### src/hw/cart_pkg.sv
// Cartridge format definitions
// Header word views, mapper overrides, work-RAM fill patterns and offsets
`default_nettype none

package cart_pkg;

	// ============================================================
	// Address masks
	// ============================================================
	localparam int MASK_W    = 24;
	localparam int MASK_BASE = 1024;

	typedef logic [MASK_W-1:0] mask_t;

	// Header override as selected by the user
	typedef enum logic [2:0] {
		MAP_AUTO    = 3'd0,
		MAP_NOHDR   = 3'd1,
		MAP_LOROM   = 3'd2,
		MAP_HIROM   = 3'd3,
		MAP_EXHIROM = 3'd4
	} mapper_sel_t;

	// Power-on content of the work RAM
	typedef enum logic [1:0] {
		FILL_9966 = 2'd0,
		FILL_00FF = 2'd1,
		FILL_55   = 2'd2,
		FILL_FF   = 2'd3
	} fill_pattern_t;

	// ============================================================
	// Header word, read two ways
	// ============================================================
	// Copier header, word 0: type byte high, size byte low
	typedef struct packed {
		logic [7:0] type_byte;
		logic [3:0] ram_size;
		logic [3:0] rom_size;
	} copier_word_t;

	// Internal header: ROM size in the high byte, RAM size in the next word's low byte
	typedef struct packed {
		logic [3:0] pad_hi;
		logic [3:0] rom_size;
		logic [3:0] pad_lo;
		logic [3:0] ram_size;
	} internal_word_t;

	typedef union packed {
		copier_word_t   copier;
		internal_word_t internal;
	} hdr_word_t;

	// Byte offsets of the size field inside the image
	localparam int COPIER_SIZE      = 512;
	localparam int LOROM_SIZE_OFS   = 'h7FD6;
	localparam int HIROM_SIZE_OFS   = 'hFFD6;
	localparam int EXHIROM_SIZE_OFS = 'h40FFD6;
	localparam int RAM_SIZE_DELTA   = 2;

	localparam logic [3:0] DEFAULT_ROM_SIZE = 4'hC;

	// 512-byte save sectors
	localparam int SECTOR_SHIFT = 9;

endpackage

`default_nettype wire

### src/hw/host_pkg.sv
// Host transfer definitions
// Download bus from the host and the SD sector request toward it
`default_nettype none

package host_pkg;

	// ============================================================
	// Download bus
	// ============================================================
	localparam int DL_INDEX_W = 8;
	localparam int DL_ADDR_W  = 25;
	localparam int DL_DATA_W  = 16;

	typedef logic [DL_ADDR_W-1:0] dl_addr_t;

	// Low index bits of a cartridge image
	localparam logic [5:0] CART_INDEX = 6'd0;

	typedef struct packed {
		logic                  active;
		logic [DL_INDEX_W-1:0] index;
		dl_addr_t              addr;
		logic [DL_DATA_W-1:0]  data;
		logic                  wr;
	} dl_bus_t;

	// ============================================================
	// Sector request
	// ============================================================
	localparam int LBA_W = 32;

	// rd and wr are levels, dropped by the host acknowledge
	typedef struct packed {
		logic             rd;
		logic             wr;
		logic [LBA_W-1:0] lba;
	} sd_req_t;

endpackage

`default_nettype wire

### src/hw/rom_header_detect.sv
// ROM header detector
// Reads copier and internal headers from the download stream into type, masks, region
`timescale 1ns/1ps
`default_nettype none

module rom_header_detect
	import cart_pkg::*, host_pkg::*;
(
	input  wire              clk_sys,
	input  wire              RESET,
	input  wire dl_bus_t     dl,
	input  wire              cart_download,
	input  wire mapper_sel_t mapper_sel,
	input  wire [1:0]        region_sel,
	output logic [7:0]       rom_type,
	output mask_t            rom_mask,
	output mask_t            ram_mask,
	output logic             pal
);

	hdr_word_t  hdr_word;
	logic       hdr_wr;
	logic       use_internal;
	dl_addr_t   size_addr;
	dl_addr_t   ram_addr;
	logic [3:0] rom_size;
	logic [3:0] ram_size;
	logic [3:0] rom_size_nx;
	logic [3:0] ram_size_nx;
	logic [7:0] type_nx;
	logic       rom_region;

	function automatic mask_t size_to_mask(input logic [3:0] size);
		return (mask_t'(MASK_BASE) << size) - 1'b1;
	endfunction

	assign hdr_word = dl.data;
	assign hdr_wr   = cart_download && dl.wr;

	// ============================================================
	// Internal header location for the forced mapper
	// ============================================================
	always_comb begin
		use_internal = 1'b1;
		case (mapper_sel)
			MAP_LOROM:   size_addr = dl_addr_t'(LOROM_SIZE_OFS + COPIER_SIZE);
			MAP_HIROM:   size_addr = dl_addr_t'(HIROM_SIZE_OFS + COPIER_SIZE);
			MAP_EXHIROM: size_addr = dl_addr_t'(EXHIROM_SIZE_OFS + COPIER_SIZE);
			default: begin
				size_addr    = '0;
				use_internal = 1'b0;
			end
		endcase
	end

	// RAM size sits one word after the ROM size
	assign ram_addr = size_addr + dl_addr_t'(RAM_SIZE_DELTA);

	// Size fields as they will be after this write
	always_comb begin
		rom_size_nx = rom_size;
		ram_size_nx = ram_size;
		if (dl.addr == '0) begin
			rom_size_nx = DEFAULT_ROM_SIZE;
			ram_size_nx = 4'd0;
			if (mapper_sel == MAP_AUTO &&
			    {hdr_word.copier.ram_size, hdr_word.copier.rom_size} != 8'd0) begin
				rom_size_nx = hdr_word.copier.rom_size;
				ram_size_nx = hdr_word.copier.ram_size;
			end
		end
		if (use_internal) begin
			if (dl.addr == size_addr)
				rom_size_nx = hdr_word.internal.rom_size;
			if (dl.addr == ram_addr)
				ram_size_nx = hdr_word.internal.ram_size;
		end
	end

	always_comb begin
		case (mapper_sel)
			MAP_NOHDR,
			MAP_LOROM:   type_nx = 8'd0;
			MAP_HIROM:   type_nx = 8'd1;
			MAP_EXHIROM: type_nx = 8'd2;
			default:     type_nx = hdr_word.copier.type_byte;
		endcase
	end

	// ============================================================
	// Captured fields and masks
	// ============================================================
	always_ff @(posedge clk_sys) begin
		if (RESET) begin
			rom_type   <= '0;
			rom_mask   <= '0;
			ram_mask   <= '0;
			rom_size   <= '0;
			ram_size   <= '0;
			rom_region <= 1'b0;
			pal        <= 1'b0;
		end else begin
			if (hdr_wr) begin
				rom_size <= rom_size_nx;
				ram_size <= ram_size_nx;
				if (dl.addr == '0)
					rom_type <= type_nx;
				// Region flag of the copier header
				if (dl.addr == dl_addr_t'(2))
					rom_region <= dl.data[8];
				rom_mask <= size_to_mask(rom_size_nx);
				ram_mask <= (ram_size_nx != 4'd0) ? size_to_mask(ram_size_nx) : '0;
			end
			// Region stays frozen while an image streams in
			if (!cart_download)
				pal <= (region_sel == 2'd0) ? rom_region : region_sel[1];
		end
	end

	a_mask_only_on_download: assert property (@(posedge clk_sys) disable iff (RESET)
		(!$past(RESET) && (!$stable(rom_mask) || !$stable(ram_mask)))
		|-> $past(cart_download && dl.wr));

endmodule

`default_nettype wire

### src/hw/ram_clear.sv
// Work-RAM clearer
// Sweeps the RAM address space once per download and emits pattern write strobes
`timescale 1ns/1ps
`default_nettype none

module ram_clear
	import cart_pkg::*;
#(
	parameter int FILL_BITS = 17
) (
	input  wire                  clk_sys,
	input  wire                  RESET,
	input  wire                  cart_download,
	input  wire fill_pattern_t   fill_pattern,
	output logic                 clearing,
	output logic                 fill_we,
	output logic [FILL_BITS-1:0] fill_addr,
	output logic [7:0]           fill_data
);

	logic       dl_prev;
	logic       dl_start;
	logic [9:0] pat_addr;

	assign dl_start = cart_download && !dl_prev;

	// ============================================================
	// Address sweep
	// ============================================================
	always_ff @(posedge clk_sys) begin
		if (RESET) begin
			dl_prev   <= 1'b0;
			clearing  <= 1'b0;
			fill_addr <= '0;
		end else begin
			dl_prev <= cart_download;
			if (&fill_addr)
				clearing <= 1'b0;
			else if (dl_start)
				clearing <= 1'b1;
			fill_addr <= clearing ? fill_addr + 1'b1 : '0;
		end
	end

	assign fill_we = clearing;

	// Pattern bits above the RAM width read as zero
	assign pat_addr = 10'(fill_addr);

	always_comb begin
		case (fill_pattern)
			FILL_9966: fill_data = (pat_addr[8] ^ pat_addr[2]) ? 8'h66 : 8'h99;
			FILL_00FF: fill_data = (pat_addr[9] ^ pat_addr[0]) ? 8'hFF : 8'h00;
			FILL_55:   fill_data = 8'h55;
			default:   fill_data = 8'hFF;
		endcase
	end

	a_addr_moves_when_clearing: assert property (@(posedge clk_sys) disable iff (RESET)
		(!$past(RESET) && !$stable(fill_addr)) |-> $past(clearing));

endmodule

`default_nettype wire

### src/hw/backup_sync.sv
// Backup-RAM synchronizer
// Save enable, sector load and save sequencing, and the combined core reset
`timescale 1ns/1ps
`default_nettype none

module backup_sync
	import cart_pkg::*, host_pkg::*;
(
	input  wire        clk_sys,
	input  wire        RESET,
	input  wire        cart_download,
	input  wire mask_t ram_mask,
	input  wire        clearing,
	input  wire        img_mounted,
	input  wire        img_readonly,
	input  wire        img_size_nz,
	input  wire        bk_load_req,
	input  wire        bk_save_req,
	input  wire        sd_ack,
	output sd_req_t    sd,
	output logic       bk_ena,
	output logic       bk_loading,
	output logic       core_reset
);

	logic             dl_prev;
	logic             load_prev;
	logic             save_prev;
	logic             ack_prev;
	logic             busy;
	logic             dl_rise;
	logic             auto_load;
	logic             load_edge;
	logic             save_edge;
	logic             ack_rise;
	logic             ack_fall;
	logic [LBA_W-1:0] last_lba;

	// ============================================================
	// Edge detection
	// ============================================================
	always_ff @(posedge clk_sys) begin
		if (RESET) begin
			dl_prev   <= 1'b0;
			load_prev <= 1'b0;
			save_prev <= 1'b0;
			ack_prev  <= 1'b0;
		end else begin
			dl_prev   <= cart_download;
			load_prev <= bk_load_req;
			save_prev <= bk_save_req;
			ack_prev  <= sd_ack;
		end
	end

	assign dl_rise   = cart_download && !dl_prev;
	// Save file is already mounted when the download ends
	assign auto_load = dl_prev && !cart_download && img_size_nz && bk_ena;
	assign load_edge = bk_load_req && !load_prev && bk_ena;
	assign save_edge = bk_save_req && !save_prev && bk_ena;
	assign ack_rise  = sd_ack && !ack_prev;
	assign ack_fall  = !sd_ack && ack_prev;

	assign last_lba = LBA_W'(ram_mask >> SECTOR_SHIFT);

	// ============================================================
	// Backup enable
	// ============================================================
	always_ff @(posedge clk_sys) begin
		if (RESET) begin
			bk_ena <= 1'b0;
		end else begin
			if (dl_rise)
				bk_ena <= 1'b0;
			if (cart_download && img_mounted && !img_readonly)
				bk_ena <= |ram_mask;
		end
	end

	// ============================================================
	// Sector sequencer
	// ============================================================
	always_ff @(posedge clk_sys) begin
		if (RESET) begin
			busy       <= 1'b0;
			bk_loading <= 1'b0;
			sd.rd      <= 1'b0;
			sd.wr      <= 1'b0;
		end else begin
			// Host has taken the request
			if (ack_rise) begin
				sd.rd <= 1'b0;
				sd.wr <= 1'b0;
			end

			if (!busy) begin
				if (auto_load || load_edge || save_edge) begin
					busy       <= 1'b1;
					bk_loading <= auto_load || load_edge;
					sd.lba     <= '0;
					sd.rd      <= auto_load || load_edge;
					sd.wr      <= !(auto_load || load_edge);
				end
			end else if (ack_fall) begin
				if (sd.lba >= last_lba) begin
					busy       <= 1'b0;
					bk_loading <= 1'b0;
				end else begin
					sd.lba <= sd.lba + 1'b1;
					sd.rd  <= bk_loading;
					sd.wr  <= !bk_loading;
				end
			end
		end
	end

	// Core held in reset until all loading has settled
	always_ff @(posedge clk_sys) begin
		core_reset <= RESET || cart_download || clearing || bk_loading;
	end

	a_rd_wr_exclusive: assert property (@(posedge clk_sys) disable iff (RESET)
		!(sd.rd && sd.wr));

	a_request_only_when_busy: assert property (@(posedge clk_sys) disable iff (RESET)
		(sd.rd || sd.wr) |-> busy);

endmodule

`default_nettype wire

### src/hw/cart_loader_top.sv
// Cartridge loader top level
// Header detector and RAM clearer run side by side, backup sync combines them
`timescale 1ns/1ps
`default_nettype none

module cart_loader_top
	import cart_pkg::*, host_pkg::*;
#(
	parameter int FILL_BITS = 17
) (
	input  wire                  clk_sys,
	input  wire                  RESET,
	input  wire dl_bus_t         dl,
	input  wire mapper_sel_t     mapper_sel,
	input  wire [1:0]            region_sel,
	input  wire fill_pattern_t   fill_pattern,
	input  wire                  img_mounted,
	input  wire                  img_readonly,
	input  wire                  img_size_nz,
	input  wire                  bk_load_req,
	input  wire                  bk_save_req,
	input  wire                  sd_ack,
	output logic [7:0]           rom_type,
	output mask_t                rom_mask,
	output mask_t                ram_mask,
	output logic                 pal,
	output logic                 fill_we,
	output logic [FILL_BITS-1:0] fill_addr,
	output logic [7:0]           fill_data,
	output sd_req_t              sd,
	output logic                 bk_ena,
	output logic                 bk_loading,
	output logic                 core_reset
);

	logic cart_download;
	logic clearing;

	// Cartridge images only, other indexes are ignored
	assign cart_download = dl.active && (dl.index[5:0] == CART_INDEX);

	rom_header_detect u_hdr (
		.clk_sys       (clk_sys),
		.RESET         (RESET),
		.dl            (dl),
		.cart_download (cart_download),
		.mapper_sel    (mapper_sel),
		.region_sel    (region_sel),
		.rom_type      (rom_type),
		.rom_mask      (rom_mask),
		.ram_mask      (ram_mask),
		.pal           (pal)
	);

	ram_clear #(
		.FILL_BITS (FILL_BITS)
	) u_clear (
		.clk_sys       (clk_sys),
		.RESET         (RESET),
		.cart_download (cart_download),
		.fill_pattern  (fill_pattern),
		.clearing      (clearing),
		.fill_we       (fill_we),
		.fill_addr     (fill_addr),
		.fill_data     (fill_data)
	);

	backup_sync u_bk (
		.clk_sys       (clk_sys),
		.RESET         (RESET),
		.cart_download (cart_download),
		.ram_mask      (ram_mask),
		.clearing      (clearing),
		.img_mounted   (img_mounted),
		.img_readonly  (img_readonly),
		.img_size_nz   (img_size_nz),
		.bk_load_req   (bk_load_req),
		.bk_save_req   (bk_save_req),
		.sd_ack        (sd_ack),
		.sd            (sd),
		.bk_ena        (bk_ena),
		.bk_loading    (bk_loading),
		.core_reset    (core_reset)
	);

endmodule

`default_nettype wire

### config.mk
export PLATFORM = sky130hd
export DESIGN_NAME = cart_loader_top
export DESIGN_NICKNAME = d
export VERILOG_FILES = /design/src/hw/cart_pkg.sv /design/src/hw/host_pkg.sv /design/src/hw/rom_header_detect.sv /design/src/hw/ram_clear.sv /design/src/hw/backup_sync.sv /design/src/hw/cart_loader_top.sv
export SDC_FILE = /design/constraint.sdc
export NUM_CORES = 1
export LEC_CHECK = 0
export ABC_AREA = 0
export BUFFER_PORTS_ARGS = -buffer_cell sky130_fd_sc_hd__clkbuf_2
export CORE_UTILIZATION = 52
export DETAILED_ROUTE_END_ITERATION = 7
export PLACE_DENSITY = 0.88
export RECOVER_POWER = 100
export SETUP_SLACK_MARGIN = 0.1
export SYNTH_ARGS = -nofsm -noshare
export SYNTH_HDL_FRONTEND = slang
export SYNTH_SLANG_ARGS = --single-unit
### constraint.sdc
create_clock -name clk_sys -period 4.65 [get_ports clk_sys]
set_input_delay 0.2325 -clock clk_sys [delete_from_list [all_inputs] [get_ports clk_sys]]
set_output_delay 0.2325 -clock clk_sys [all_outputs]
set_load 0.05 [all_outputs]
==> metrics.md <==
| Metric | Value |
|---|---|
| First-pass GRT wire length | `about 23,000 um` |
| Startpoint types | `flop` |
| CTS Hold Bufs | `0` |
| Clock Sink Count | `between 100 and 150` |
| Layout cells sized above 1 | `0.1307` |
| Mapped Avg Cell Area | `between 8 and 9 sq um` |
| Clock Pin Slew Worst Setup and Hold Paths | `roughly 0.070 ns` |
| GRT Util Overall | `0.2337` |
| Number of synthesized flops with an enable pin | `32` |
| DIE WIDTH | `110.5 um` |
| Top routing layer in use | `met4` |
| Synth top area cells | `dfxtp_1 25%, edfxtp_1 16%, nor2_1 5.6%` |
| FFs w/ async S/R, synth | `0` |
| Vias/cell | `between 5 and 6` |
| Critical path peak fanout | `32` |
| Maxcap violations | `2` |
| Clock group share of total power | `0.414` |
| CP Data Required Time | `approximately 4.6 ns` |
| Worst Path Buf+Inv | `1` |
| CTS tree | `yes` |
| Ys flop type | `dfxtp_1` |
| Post-Synth Simple-Gate Area | `0.2475` |
| Largest family of logic cells by synthesized area | `simple AND/OR/NAND/NOR gates` |
| Initial Utilization | `0.5339` |
| Comb pwr share | `0.063` |
| Worst setup EP type | `flop` |
| FF+latch count, synth | `108` |
| Synth Area in Adders | `0.04087` |
| Synth Area in Compound Gates | `0.1241` |
| Iteration-0 DRC Markers | `312` |
| Cells after Synth | `690` |
| Number of global-route vias before repair | `between 5,000 and 6,000` |
| Area of the multi-input gates | `0.003226 sq mm` |
| P_int | `about 0.0014 W` |
| Antenna cells | `0` |
| Final hold violation count | `0` |
| Status | `finished, violations left` |
| Routability cong. | `around 0.85` |
| Part of the cycle the worst path needs | `0.8289` |
| Area leader, netlist | `dfxtp_1` |
| Tmin final | `3.855 ns` |
| Post-CTS setup buffer count | `0` |
| Setup violations, final | `0` |
| Delay-heaviest family, CP | `compound AO/OA/AOI/OAI gates` |
| Top-count cell post-synth | `nor2_1` |
| Leak pwr | `2.634 nW` |
| Max Fclk | `around 260 MHz` |
| Relative slew slack | `-0.8424` |
| Root Buffer | `clkbuf_16` |
| Die H | `between 100 and 150 um` |
| Fillers | `approximately 1,000` |
| Slew Viols, Final | `between 90 and 100` |
| CTS Buf Count | `9` |
| Setup TNS | `0 ns` |
| Area grow syn2layout | `16.19%` |
| CP Data Arrival Time | `3.80 ns` |
| Cells on worst reg2reg path | `9` |
| Core Box Area | `roughly 0.011 sq mm` |
| Cell Area, Synth | `~0.0061 sq mm` |
| Post-DP HPWL | `approximately 11,000 um` |
| Switching power total | `slightly above 0.0004 W` |
| Clock Path Buffers | `2` |
| Xor/xnor share of the synthesized area | `0.04292` |
| Hold WC Path Type | `primary input to flop` |
| Fin Hold WS | `roughly 0.1 ns` |
| RR Startpoint | `u_hdr.ram_mask[9]$_SDFFE_PP0P_` |
| Netlist cell types | `70` |
| Met3 wire length | `about 850 um` |
| Sequential area share after synthesis | `0.4055` |
| Worst path max stage delay | `1.22 ns` |
| FP Rows | `39` |
| Largest net degree at the start of global routing | `62` |
| WL met2 | `between 6000 and 7000 um` |
| Met1 Routed Length | `~6300 um` |
| Worst-Margin Slew | `around 2.8 ns` |
| Skew final | `approximately 0.0085 ns` |
| Yosys warns | `0` |
| Setup crit end | `u_bk.sd[3]$_DFFE_PP_` |
| Reg2reg end | `u_bk.sd[3]$_DFFE_PP_` |
| Post-synth top cells | `91 x nor2_1, 76 x dfxtp_1, 60 x nand2_1, 38 x a21oi_1` |
| Crit path kind | `flop to flop` |
| Reg2reg setup slack | `about 0.80 ns` |
| Pwr/cell area | `between 200 and 300 mW/mm^2` |
| Final ANT Viol Nets | `0` |
| Per-cell routed wire length | `approximately 14 um` |
| Top cell type's share of synthesized area | `0.2485` |
| CP Cell Sequence | `ha_1 -> nand2b_1 -> a21o_1 -> a21o_1 -> a21oi_1 -> o211ai_1 -> a21oi_1 -> o21a_1 -> clkbuf_1` |
| Post-cts sizing count | `0` |
| Worst path slowest cell | `clkbuf_1` |
| Final nets | `about 940` |
| Crit. Startpoint | `u_hdr.ram_mask[9]$_SDFFE_PP0P_` |
| Via count | `approximately 5,400` |
| Congestion Overflow GR | `0` |
| Switching Share | `0.2235` |
| RSZ-0062 raised after global routing | `no` |
| Seq pwr share | `0.523` |
| Ports | `between 150 and 200` |
| Detailed Route WL | `roughly 14,000 um` |
| Sequential Area | `0.002482 sq mm` |
| H-Tree Depth | `3` |
| Levels on crit path | `9` |
| Maximum VDD drop | `around 0.17 mV` |
| Failing checks | `max-capacitance violations, max-slew violations` |
| DRC | `0` |
| Drt first pass iters | `4` |
| Clock Latency Late Sink | `about 0.35 ns` |
| Mux cell area share after synthesis | `0.06172` |
| Antenna violations before repair | `0` |
| Die footprint | `0.01221 sq mm` |
| Number of I/O port buffers | `183` |
worst min path at each step:
stage / start / endpoint / slack, ns / depth (start not counted)
finish: bk_load_req / u_bk.load_prev$_SDFF_PP0_ / 0.1 / 3
global route: bk_load_req / u_bk.load_prev$_SDFF_PP0_ / 0.1 / 3
CTS: bk_load_req / u_bk.load_prev$_SDFF_PP0_ / 0.09 / 3
detailed placement: u_hdr.rom_type[2]$_SDFFE_PP0P_ / u_hdr.rom_type[2]$_SDFFE_PP0P_ / 0.45 / 2
global placement: u_hdr.rom_type[4]$_SDFFE_PP0P_ / u_hdr.rom_type[4]$_SDFFE_PP0P_ / 0.44 / 2
floorplan: bk_save_req / u_bk.save_prev$_SDFF_PP0_ / 0.36 / 1
cell usage in the layout (no fill, tap or decap), drive strengths merged, types with 4 or more instances in the layout:
cell      n
ha       20
a21o      5
conb     16
o211ai    4
a211oi   11
a21oi    38
nor2b     9
mux2i    18
clkbuf  199
nor4     19
o21ai    18
nor3     20
and2      9
a311oi    8
dfxtp    76
and3     11
o21a      4
nand4     8
inv      33
edfxtp   32
nand2    61
nand2b    7
xnor2    12
or3       7
nand3b    4
buf       4
mux2     15
nor2     91
nand3    32
xor2     18
power by group through the flow:
stage	Clock (W)	Sequential [W]	Combinational (W)
2_1_floorplan	0	0.000998	0.0000692
3_3_place_gp	0	0.000991	0.000116
3_5_place_dp	0	0.000991	0.000119
4_1_cts	0.000781	0.000970	0.000119
5_1_grt	0.000817	0.000970	0.000128
6_report	0.000769	0.000970	0.000117
cell type report:
class                      instances  area share
inverter                          32     0.01689
clock inverter                     4    0.006860
multi-input combinational        510      0.4535
sequential                       108      0.3490
clock buffer                      12     0.03465
tap                              143     0.02515
timing repair buffer             191      0.1140
tightest hold or removal path, delay by kind of cell:
kind	cells	cell delay (ns)
buffers and inverters	2	0.13
and+or+nand+nor	1	0.04
flip-flops by register name, summed over array words and instances, names as in the netlist:
name / count
u_hdr.rom_mask: 15
u_bk.busy: 1
u_bk.sd: 34
u_hdr.pal: 1
u_bk.save_prev: 1
u_bk.ack_prev: 1
u_clear.fill_addr: 17
u_bk.bk_loading: 1
u_clear.clearing: 1
u_hdr.rom_region: 1
u_bk.core_reset: 1
u_hdr.rom_size: 4
u_hdr.ram_size: 4
u_hdr.rom_type: 8
u_clear.dl_prev: 1
u_hdr.ram_mask: 15
u_bk.load_prev: 1
u_bk.bk_ena: 1
kinds of logic (layout without fill, tap and decap cells):
group / after synthesis / count (layout)
and+or+nand+nor: 299 / 299
AOI/OAI and AO/OA: 112 / 112
DFF: 108 / 108
buffers and inverters: 87 / 239
muxes: 33 / 33
xor gates and xnor gates: 30 / 30
adders and majority gates: 20 / 20
other: 1 / 16
metal layers:
layer / GRT usage / up-vias
li1: - / 2737
met1: 0.2953 / 2519
met2: 0.3925 / 167
met3: 0.05708 / 19
met4: 0.07289 / 0
met5: 0 / -
stage by stage:
stage / utilization / std cells / power, W / cell area, sq um / setup slack (ns)
floorplan: - / 705 / 0.001067 / 6178 / 1.191
global placement: 0.6097 / 984 / 0.001107 / 6992 / 0.7056
detailed placement: 0.6097 / 984 / 0.001110 / 6992 / 0.6694
CTS: 0.6355 / 1000 / 0.001870 / 7287 / 1.027
global route: 0.6203 / 1000 / 0.001915 / 7113 / 0.4305
finish: 0.6203 / 1000 / 0.001856 / 7113 / 0.7955
No activity file was read; power rests on OpenSTA's default activity.
